==> src/common/dma_consts.svh <==
/*
 * Global widths for the write DMA path.
 * Data width must be a power of two bytes; byte lengths are whole words.
 * DMA_PAGE is the AXI4 burst boundary and must stay at 4096.
 */

`ifndef DMA_CONSTS_SVH
`define DMA_CONSTS_SVH

// Address bus width
`define DMA_AW 32

// Data bus width, all byte lanes always written
`define DMA_DW 32

// Client byte length field, at most 64 KB - 4 per request
`define DMA_LENW 16

// No burst may cross this boundary
`define DMA_PAGE 4096

`endif

==> src/common/dma_pkg.sv <==
/*
 * Shared types for the write DMA path.
 * Only AXI4 write channels are described; AWID is one bit and always zero.
 * Widths come from dma_consts.svh.
 */

`default_nettype none

`include "dma_consts.svh"

package dma_pkg;

    // AXI4 burst type codes
    localparam logic [1:0] AXI_BURST_FIXED = 2'b00;
    localparam logic [1:0] AXI_BURST_INCR  = 2'b01;

    // Write response code for success
    localparam logic [1:0] AXI_RESP_OKAY = 2'b00;

    // One client transfer request
    typedef struct packed {
        logic [`DMA_AW-1:0]   addr;
        logic [`DMA_LENW-1:0] byte_len;   // Multiple of 4, never zero
        logic                 fixed;
        logic                 lock;
    } dma_req_t;

    // One legal burst, as handed to the AXI manager
    typedef struct packed {
        logic [`DMA_AW-1:0] addr;
        logic [7:0]         len;          // Beats minus one
        logic               fixed;
        logic               lock;
    } burst_ctx_t;

    // AW channel payload
    typedef struct packed {
        logic [`DMA_AW-1:0] addr;
        logic [7:0]         len;
        logic [2:0]         size;
        logic [1:0]         burst;
        logic               lock;
        logic               id;
    } axi_aw_t;

    // W channel payload
    typedef struct packed {
        logic [`DMA_DW-1:0]   data;
        logic [`DMA_DW/8-1:0] strb;
        logic                 last;
    } axi_w_t;

    // B channel payload
    typedef struct packed {
        logic [1:0] resp;
        logic       id;
    } axi_b_t;

endpackage

`default_nettype wire

==> src/axi_mgr_wr/ctx_skid.sv <==
/*
 * Two-entry registered valid/ready skid buffer.
 * o_ready is a flop output, so no path runs from i_ready to o_ready.
 * Full throughput while the consumer keeps i_ready high.
 */

`timescale 1ns/100ps
`default_nettype none

module ctx_skid #(
    parameter type payload_t = logic
) (
    input  wire logic     clk,
    input  wire logic     rst_n,
    input  wire logic     i_valid,
    output logic          o_ready,
    input  wire payload_t i_data,
    output logic          o_valid,
    output payload_t      o_data,
    input  wire logic     i_ready
);

    logic     out_valid;
    logic     skd_valid;
    payload_t out_data;
    payload_t skd_data;
    logic     out_free;

    // Head slot empties this cycle
    assign out_free = !out_valid || i_ready;

    assign o_ready = !skd_valid;
    assign o_valid = out_valid;
    assign o_data  = out_data;

    always_ff @(posedge clk or negedge rst_n) begin
        if (!rst_n) begin
            out_valid <= 1'b0;
            skd_valid <= 1'b0;
        end else if (out_free) begin
            // Skid entry drains first, otherwise take the input
            if (skd_valid) begin
                out_valid <= 1'b1;
                skd_valid <= 1'b0;
            end else begin
                out_valid <= i_valid;
            end
        end else if (i_valid && o_ready) begin
            // Head stalled, park the new entry
            skd_valid <= 1'b1;
        end
    end

    always_ff @(posedge clk) begin
        if (out_free) begin
            out_data <= skd_valid ? skd_data : i_data;
        end
        if (!out_free && i_valid && o_ready) begin
            skd_data <= i_data;
        end
    end

endmodule

`default_nettype wire

==> src/hdl/burst_splitter.sv <==
/*
 * Cuts one client request into AXI4 bursts of at most 256 beats (16 when fixed)
 * that never cross a 4 KB page. Only one request is outstanding at a time.
 * byte_len must be a nonzero multiple of the word size; low bits are ignored.
 * o_done is a single-cycle strobe carrying the worst B response seen.
 */

`timescale 1ns/100ps
`default_nettype none

`include "dma_consts.svh"

module burst_splitter (
    input  wire logic                  clk,
    input  wire logic                  rst_n,
    input  wire dma_pkg::dma_req_t     i_req,
    input  wire logic                  i_req_valid,
    output logic                       o_req_ready,
    output dma_pkg::burst_ctx_t        o_ctx,
    output logic                       o_ctx_valid,
    input  wire logic                  i_ctx_ready,
    input  wire logic                  i_b_seen,
    input  wire logic [1:0]            i_b_resp,
    output logic                       o_done,
    output logic [1:0]                 o_done_resp
);

    localparam int WB   = $clog2(`DMA_DW / 8);
    localparam int CNTW = `DMA_LENW - WB;
    localparam int PGW  = $clog2(`DMA_PAGE);

    dma_pkg::dma_req_t   rq;
    logic                rq_valid;
    logic                skid_ready;
    logic                busy;
    logic                started;
    logic                all_issued;

    logic [`DMA_AW-1:0]   addr_q;
    logic [`DMA_LENW-1:0] rem_q;
    logic [`DMA_AW-1:0]   cur_addr;
    logic [`DMA_LENW-1:0] cur_rem;

    logic [PGW:0]         page_bytes;
    logic [CNTW-1:0]      rem_words;
    logic [CNTW-1:0]      page_words;
    logic [CNTW-1:0]      cap_words;
    logic [CNTW-1:0]      beats;
    logic [`DMA_LENW-1:0] step_bytes;
    logic                 last_burst;
    logic                 ctx_fire;
    logic                 req_fire;

    logic [CNTW-1:0]      burst_cnt;
    logic [CNTW-1:0]      resp_cnt;
    logic [CNTW-1:0]      resp_next;
    logic [1:0]           worst_q;

    // Request stays at the skid head until completion
    ctx_skid #(
        .payload_t(dma_pkg::dma_req_t)
    ) u_req_skid (
        .clk    (clk),
        .rst_n  (rst_n),
        .i_valid(i_req_valid && !busy),
        .o_ready(skid_ready),
        .i_data (i_req),
        .o_valid(rq_valid),
        .o_data (rq),
        .i_ready(o_done)
    );

    // Blocked from acceptance until o_done
    assign o_req_ready = skid_ready && !busy;
    assign req_fire    = i_req_valid && o_req_ready;

    // First burst comes straight from the skid head
    assign cur_addr = started ? addr_q : rq.addr;
    assign cur_rem  = started ? rem_q  : rq.byte_len;

    // Three limits, in words
    always_comb begin
        rem_words  = cur_rem[`DMA_LENW-1:WB];
        page_bytes = (PGW+1)'(`DMA_PAGE) - {1'b0, cur_addr[PGW-1:0]};
        page_words = CNTW'(page_bytes[PGW:WB]);
        cap_words  = rq.fixed ? CNTW'(16) : CNTW'(256);

        beats = rem_words;
        if (page_words < beats) begin
            beats = page_words;
        end
        if (cap_words < beats) begin
            beats = cap_words;
        end

        step_bytes = {beats, WB'(0)};
        last_burst = (beats == rem_words);
    end

    always_comb begin
        o_ctx.addr  = cur_addr;
        o_ctx.len   = 8'(beats - 1'b1);
        o_ctx.fixed = rq.fixed;
        o_ctx.lock  = rq.lock;
    end

    assign o_ctx_valid = rq_valid && !all_issued;
    assign ctx_fire    = o_ctx_valid && i_ctx_ready;

    // Walk address and remaining bytes
    always_ff @(posedge clk or negedge rst_n) begin
        if (!rst_n) begin
            busy       <= 1'b0;
            started    <= 1'b0;
            all_issued <= 1'b0;
        end else begin
            if (req_fire) begin
                busy <= 1'b1;
            end else if (o_done) begin
                busy <= 1'b0;
            end

            if (o_done) begin
                started    <= 1'b0;
                all_issued <= 1'b0;
            end else if (ctx_fire) begin
                started <= 1'b1;
                if (last_burst) begin
                    all_issued <= 1'b1;
                end
            end
        end
    end

    // Payload registers, meaningful only while started
    always_ff @(posedge clk) begin
        if (ctx_fire) begin
            addr_q <= rq.fixed ? cur_addr : cur_addr + `DMA_AW'(step_bytes);
            rem_q  <= cur_rem - step_bytes;
        end
    end

    assign resp_next = resp_cnt + 1'b1;

    // Burst and response bookkeeping
    always_ff @(posedge clk or negedge rst_n) begin
        if (!rst_n) begin
            burst_cnt <= '0;
            resp_cnt  <= '0;
            worst_q   <= dma_pkg::AXI_RESP_OKAY;
            o_done    <= 1'b0;
        end else begin
            o_done <= i_b_seen && all_issued && (resp_next == burst_cnt);

            if (req_fire) begin
                burst_cnt <= '0;
                resp_cnt  <= '0;
                worst_q   <= dma_pkg::AXI_RESP_OKAY;
            end else begin
                if (ctx_fire) begin
                    burst_cnt <= burst_cnt + 1'b1;
                end
                if (i_b_seen) begin
                    resp_cnt <= resp_next;
                    // Highest code wins
                    if (i_b_resp > worst_q) begin
                        worst_q <= i_b_resp;
                    end
                end
            end
        end
    end

    assign o_done_resp = worst_q;

endmodule

`default_nettype wire

==> src/axi_mgr_wr/axi_mgr_wr.sv <==
/*
 * AXI4 write manager. AW goes out as soon as a burst context is buffered, so
 * an address can run ahead of its data. W beats come from a valid/ready stream
 * and WLAST is generated from len. WSTRB is all ones and AWID is zero.
 * BREADY is tied high and every B handshake is reported upstream.
 */

`timescale 1ns/100ps
`default_nettype none

`include "dma_consts.svh"

module axi_mgr_wr (
    input  wire logic                 clk,
    input  wire logic                 rst_n,
    input  wire dma_pkg::burst_ctx_t  i_ctx,
    input  wire logic                 i_ctx_valid,
    output logic                      o_ctx_ready,
    input  wire logic                 i_wvalid,
    input  wire logic [`DMA_DW-1:0]   i_wdata,
    output logic                      o_wready,
    output dma_pkg::axi_aw_t          o_aw,
    output logic                      o_awvalid,
    input  wire logic                 i_awready,
    output dma_pkg::axi_w_t           o_w,
    output logic                      o_wvalid,
    input  wire logic                 i_wready,
    input  wire dma_pkg::axi_b_t      i_b,
    input  wire logic                 i_bvalid,
    output logic                      o_bready,
    output logic                      o_b_seen,
    output logic [1:0]                o_b_resp
);

    localparam logic [2:0] AXI_SIZE = 3'($clog2(`DMA_DW / 8));

    dma_pkg::burst_ctx_t ctx;
    logic                ctx_valid;
    logic                ctx_ready;
    logic                ctx_fire;
    logic                ctx_sent;

    logic                txn_active;
    logic [7:0]          txn_down_cnt;
    logic                w_fire;
    logic                txn_final_beat;

    // Head of this buffer is the next burst whose address is to go out
    ctx_skid #(
        .payload_t(dma_pkg::burst_ctx_t)
    ) u_ctx_skid (
        .clk    (clk),
        .rst_n  (rst_n),
        .i_valid(i_ctx_valid),
        .o_ready(o_ctx_ready),
        .i_data (i_ctx),
        .o_valid(ctx_valid),
        .o_data (ctx),
        .i_ready(ctx_ready)
    );

    // Pop the head when the data path frees up and its address is
    // accepted now or already gone
    assign ctx_ready = (!txn_active || txn_final_beat) && (i_awready || ctx_sent);
    assign ctx_fire  = ctx_valid && ctx_ready;

    // One AW per burst
    always_ff @(posedge clk or negedge rst_n) begin
        if (!rst_n) begin
            ctx_sent <= 1'b0;
        end else if (ctx_fire) begin
            ctx_sent <= 1'b0;
        end else if (o_awvalid && i_awready) begin
            ctx_sent <= 1'b1;
        end
    end

    assign o_awvalid = ctx_valid && !ctx_sent;

    always_comb begin
        o_aw.addr  = ctx.addr;
        o_aw.len   = ctx.len;
        o_aw.size  = AXI_SIZE;
        o_aw.burst = ctx.fixed ? dma_pkg::AXI_BURST_FIXED : dma_pkg::AXI_BURST_INCR;
        o_aw.lock  = ctx.lock;
        o_aw.id    = 1'b0;
    end

    // Data tracker
    assign w_fire         = o_wvalid && i_wready;
    assign txn_final_beat = w_fire && o_w.last;

    always_ff @(posedge clk or negedge rst_n) begin
        if (!rst_n) begin
            txn_active <= 1'b0;
        end else if (ctx_fire) begin
            txn_active <= 1'b1;
        end else if (txn_final_beat) begin
            txn_active <= 1'b0;
        end
    end

    // Beats left after the current one
    always_ff @(posedge clk or negedge rst_n) begin
        if (!rst_n) begin
            txn_down_cnt <= '1;
        end else if (ctx_fire) begin
            txn_down_cnt <= ctx.len;
        end else if (w_fire) begin
            txn_down_cnt <= txn_down_cnt - 1'b1;
        end
    end

    // W only offered inside a burst so no beat leaves unaccounted
    assign o_wvalid = i_wvalid && txn_active;

    always_comb begin
        o_w.data = i_wdata;
        o_w.strb = '1;
        o_w.last = (txn_down_cnt == 8'd0);
    end

    assign o_wready = txn_active && i_wready;

    // Responses
    assign o_bready = 1'b1;
    assign o_b_seen = i_bvalid && o_bready;
    assign o_b_resp = i_b.resp;

endmodule

`default_nettype wire

==> src/hdl/dma_wr_top.sv <==
/*
 * Write-only DMA with one AXI4 manager port.
 * One client request at a time; completion is a one-cycle o_done strobe.
 * Data beats arrive on a valid/ready stream in address order.
 */

`timescale 1ns/100ps
`default_nettype none

`include "dma_consts.svh"

module dma_wr_top (
    input  wire logic                clk,
    input  wire logic                rst_n,
    // Client
    input  wire dma_pkg::dma_req_t   i_req,
    input  wire logic                i_req_valid,
    output logic                     o_req_ready,
    output logic                     o_done,
    output logic [1:0]               o_done_resp,
    // Data stream
    input  wire logic                i_wvalid,
    input  wire logic [`DMA_DW-1:0]  i_wdata,
    output logic                     o_wready,
    // AXI4 write channels
    output dma_pkg::axi_aw_t         o_aw,
    output logic                     o_awvalid,
    input  wire logic                i_awready,
    output dma_pkg::axi_w_t          o_w,
    output logic                     o_wvalid,
    input  wire logic                i_wready,
    input  wire dma_pkg::axi_b_t     i_b,
    input  wire logic                i_bvalid,
    output logic                     o_bready
);

    dma_pkg::burst_ctx_t ctx;
    logic                ctx_valid;
    logic                ctx_ready;
    logic                b_seen;
    logic [1:0]          b_resp;

    burst_splitter u_splitter (
        .clk        (clk),
        .rst_n      (rst_n),
        .i_req      (i_req),
        .i_req_valid(i_req_valid),
        .o_req_ready(o_req_ready),
        .o_ctx      (ctx),
        .o_ctx_valid(ctx_valid),
        .i_ctx_ready(ctx_ready),
        .i_b_seen   (b_seen),
        .i_b_resp   (b_resp),
        .o_done     (o_done),
        .o_done_resp(o_done_resp)
    );

    axi_mgr_wr u_mgr (
        .clk        (clk),
        .rst_n      (rst_n),
        .i_ctx      (ctx),
        .i_ctx_valid(ctx_valid),
        .o_ctx_ready(ctx_ready),
        .i_wvalid   (i_wvalid),
        .i_wdata    (i_wdata),
        .o_wready   (o_wready),
        .o_aw       (o_aw),
        .o_awvalid  (o_awvalid),
        .i_awready  (i_awready),
        .o_w        (o_w),
        .o_wvalid   (o_wvalid),
        .i_wready   (i_wready),
        .i_b        (i_b),
        .i_bvalid   (i_bvalid),
        .o_bready   (o_bready),
        .o_b_seen   (b_seen),
        .o_b_resp   (b_resp)
    );

endmodule

`default_nettype wire

==> config.mk <==
export PLATFORM = sky130hd
export DESIGN_NAME = dma_wr_top
export DESIGN_NICKNAME = d
export VERILOG_FILES = /design/src/common/dma_pkg.sv /design/src/axi_mgr_wr/ctx_skid.sv /design/src/hdl/burst_splitter.sv /design/src/axi_mgr_wr/axi_mgr_wr.sv /design/src/hdl/dma_wr_top.sv
export VERILOG_INCLUDE_DIRS = /design/src /design/src/common
export SDC_FILE = /design/constraint.sdc
export NUM_CORES = 1
export LEC_CHECK = 0
export ABC_AREA = 0
export ABC_CLOCK_PERIOD_IN_PS = 8000
export BUFFER_PORTS_ARGS = -buffer_cell sky130_fd_sc_hd__buf_2
export CAP_MARGIN = 25
export CORE_MARGIN = 3
export CORE_UTILIZATION = 55
export CTS_CLUSTER_SIZE = 25
export DETAILED_ROUTE_END_ITERATION = 7
export PLACE_DENSITY_LB_ADDON = 0.05
export SLEW_MARGIN = 20
export SYNTH_ARGS = -nofsm -noshare
export SYNTH_HDL_FRONTEND = slang
export SYNTH_HIERARCHICAL = 1
export SYNTH_SLANG_ARGS = --single-unit
==> constraint.sdc <==
create_clock -name clk -period 8 [get_ports clk]
set_clock_uncertainty 0.15 [all_clocks]
set_input_delay 1.6 -clock clk [delete_from_list [all_inputs] [get_ports clk]]
set_output_delay 1.6 -clock clk [all_outputs]
set_load 0.02 [all_outputs]
==> flow_summary.toml <==
[outcome]
outcome = "completed"

[sta]
final.setup.tns_ns = 0
finalHoldViolations = 0
tightest_slew_ns = 0.830
slew_viol_final = 0
max_freq_ghz = 0.136
maxSlewHeadroom_pct = 44.7
rsz0062_at_grt = "false"
setup_viol = 0
period_share_pct = 92.2
postLayoutSetupSlackWorst_ns = 0.620
min_period_ns = 7.38

[global_route]
grt_start_max_net_pins = 54
overflow = 0
grt_pass1_wl_um = 43500
grt_use_total_pct = 18.6
antenna_found_initial = 0
first_global_vias = 8359

[floorplanning]
boundaryPins = 184
core-area_mm2 = 0.0262
dieArea_mm2 = 0.0289
num_rows = 59
start_util_pct = 56.4
die-width_um = 170
die_h_um = 170

[setup_path]
critical_path_class = "reg -> reg"
reg2reg_to = "u_splitter/addr_q[19]"
path_delay_family = "compound AO/OA/AOI/OAI gates"
max_stage_delay_ns = 0.60
critPathSlowestCell = "or4_4"
reg2reg_from = "u_splitter/started"
rr_worst_depth = 30
critical_path.endpoint = "u_splitter/addr_q[19]"
startpoint = "u_splitter/started"
path_max_fanout = 12
cp.depth = 30
r2r_slack_ns = 0.62
path_buf_inv = 3
start_kind = "flip-flop"
endpoint_kind = "flip-flop"
cp.arrival_ns = 7.50
required_ns = 8.12

[clock_tree]
tritoncts = "done"
clockBufferDepth = 3
numCtsBuffers = 29
cts_num_sinks = 274
ctsHoldBuffers = 0
htreeDepth = 1
clk_latency_ns = 0.53
clk_pin_slew_worst_paths_ns = 0.06
cts-root-buf = "clkbuf_16"

[drt]
wl_um = 26800
dr.pass1.iters = 4
vias = 8379
via_per_inst = 5.37
route.detailed.drc = 0
final_antenna_net_count = 0
routedWlPerCell_um = 17.2
drt_iter0_drc = 533

[yosys]
netlist_area_mm2 = 0.0148
synthCells = 1108
postSynthAreaPerCell_um2 = 13.3
ys_warn_count = 6

[place]
place_hpwl_um = 18600
dp_slack_ns = 0.529
port_buffers = 106
gp_congestion = 0.845

[hold_path]
min_path_type = "reg -> reg"

[power_and_ir_drop]
p_leak_nw = 6.79
ir_worst_vdd_mv = 0.143
p_per_area_mw_per_mm2 = 201

[job]
cap_violations = 0

[cells_and_area]
num-nets-final = 1343
layout-drive-gt1-share_pct = 28.2
diodes = 0
syn_to_final_growth_pct = 9.76
## timing repair
action                     in CTS  in global routing
resized for setup               0                  1
setup endpoints to repair       0                  3
buffers inserted                0                  2
## cells in the final DEF, fill, tap and decap left out, drive strengths merged, types with 8 or more instances in the layout
cell,n
mux2i,31
nand4,10
conb,19
nor2b,15
nand2,57
xnor2,65
clkinv,11
clkbuf,38
nand3,25
inv,54
a21oi,28
dfrtp,40
and2,9
o21ai,21
dfstp,8
a21o,14
edfxtp,226
buf,128
nor2,89
and3,19
xor2,41
ha,46
mux2,122
nor3,18
## worst reg2reg max path: cells and delay by family, from the launching register on
kind,cells,cell delay [ns]
AOI/OAI and AO/OA,15,3.05
and+or+nand+nor,7,1.51
adders and majority gates,3,0.88
DFF,1,0.53
buffers and inverters,3,0.52
muxes,1,0.31
xor gates and xnor gates,1,0.16
## stage by stage
stage | std cells | utilization (%) | area, um2 | hold WS [ns] | total power [mW]
after CTS | 1557 | 61.9 | 16200 | 0.307 | 3.31
after floorplan | 1123 | - | 14800 | 0.272 | 1.97
after detailed placement | 1505 | 58.4 | 15300 | 0.286 | 2.03
after global placement | 1505 | 58.4 | 15300 | 0.282 | 2.02
final | 1559 | 61.9 | 16200 | 0.302 | 3.27
after global routing | 1559 | 61.9 | 16200 | 0.324 | 3.41
## per-layer routing
layer	share of wire, %	up-vias	wire length, um	track usage (%)
li1	-	4146	-	-
met1	49	4017	13200	27.3
met2	44	170	11900	29.5
met3	3.9	46	1060	2.74
met4	2.6	0	695	4.97
met5	0	-	0	0
## registers in the layout, summed over array words and instances, names as in the netlist, 2 cells and up
signal,count
u_splitter/u_req_skid/o_data,48
u_splitter/o_done_resp,2
u_splitter/burst_cnt,14
u_splitter/addr_q,32
u_mgr/txn_down_cnt,8
u_splitter/rem_q,14
u_mgr/u_ctx_skid/o_data,42
u_splitter/resp_cnt,14
u_mgr/u_ctx_skid/skd_data,42
u_splitter/u_req_skid/skd_data,48
## report_power, final
group	switching, mW	total [mW]	internal (mW)
combinational	0.164	0.319	0.154
sequential	0.0663	1.68	1.62
clock	0.524	1.27	0.743
## layout make-up
| type | instances | area [um2] |
|---|---|---|
| clock buffer | 38 | 811 |
| sequential | 274 | 8000 |
| fill | 2038 | 9980 |
| timing repair buffer | 128 | 696 |
| tap | 335 | 419 |
| multi-input combinational | 716 | 5990 |
| inverter | 54 | 203 |
| clock inverter | 14 | 101 |
## worst min path at each step
stage | start | end | depth (start not counted)
2_1_floorplan | u_splitter/u_req_skid/o_data[0] | u_mgr/u_ctx_skid/skd_data[0] | 0
3_3_place_gp | u_splitter/u_req_skid/o_data[0] | u_mgr/u_ctx_skid/skd_data[0] | 0
3_5_place_dp | u_splitter/u_req_skid/o_data[0] | u_mgr/u_ctx_skid/skd_data[0] | 0
4_1_cts | u_splitter/u_req_skid/o_data[0] | u_mgr/u_ctx_skid/skd_data[0] | 0
5_1_grt | u_splitter/u_req_skid/o_data[0] | u_mgr/u_ctx_skid/skd_data[0] | 0
6_report | u_splitter/u_req_skid/o_data[0] | u_mgr/u_ctx_skid/skd_data[0] | 0
No activity file was read; power rests on OpenSTA's default activity.
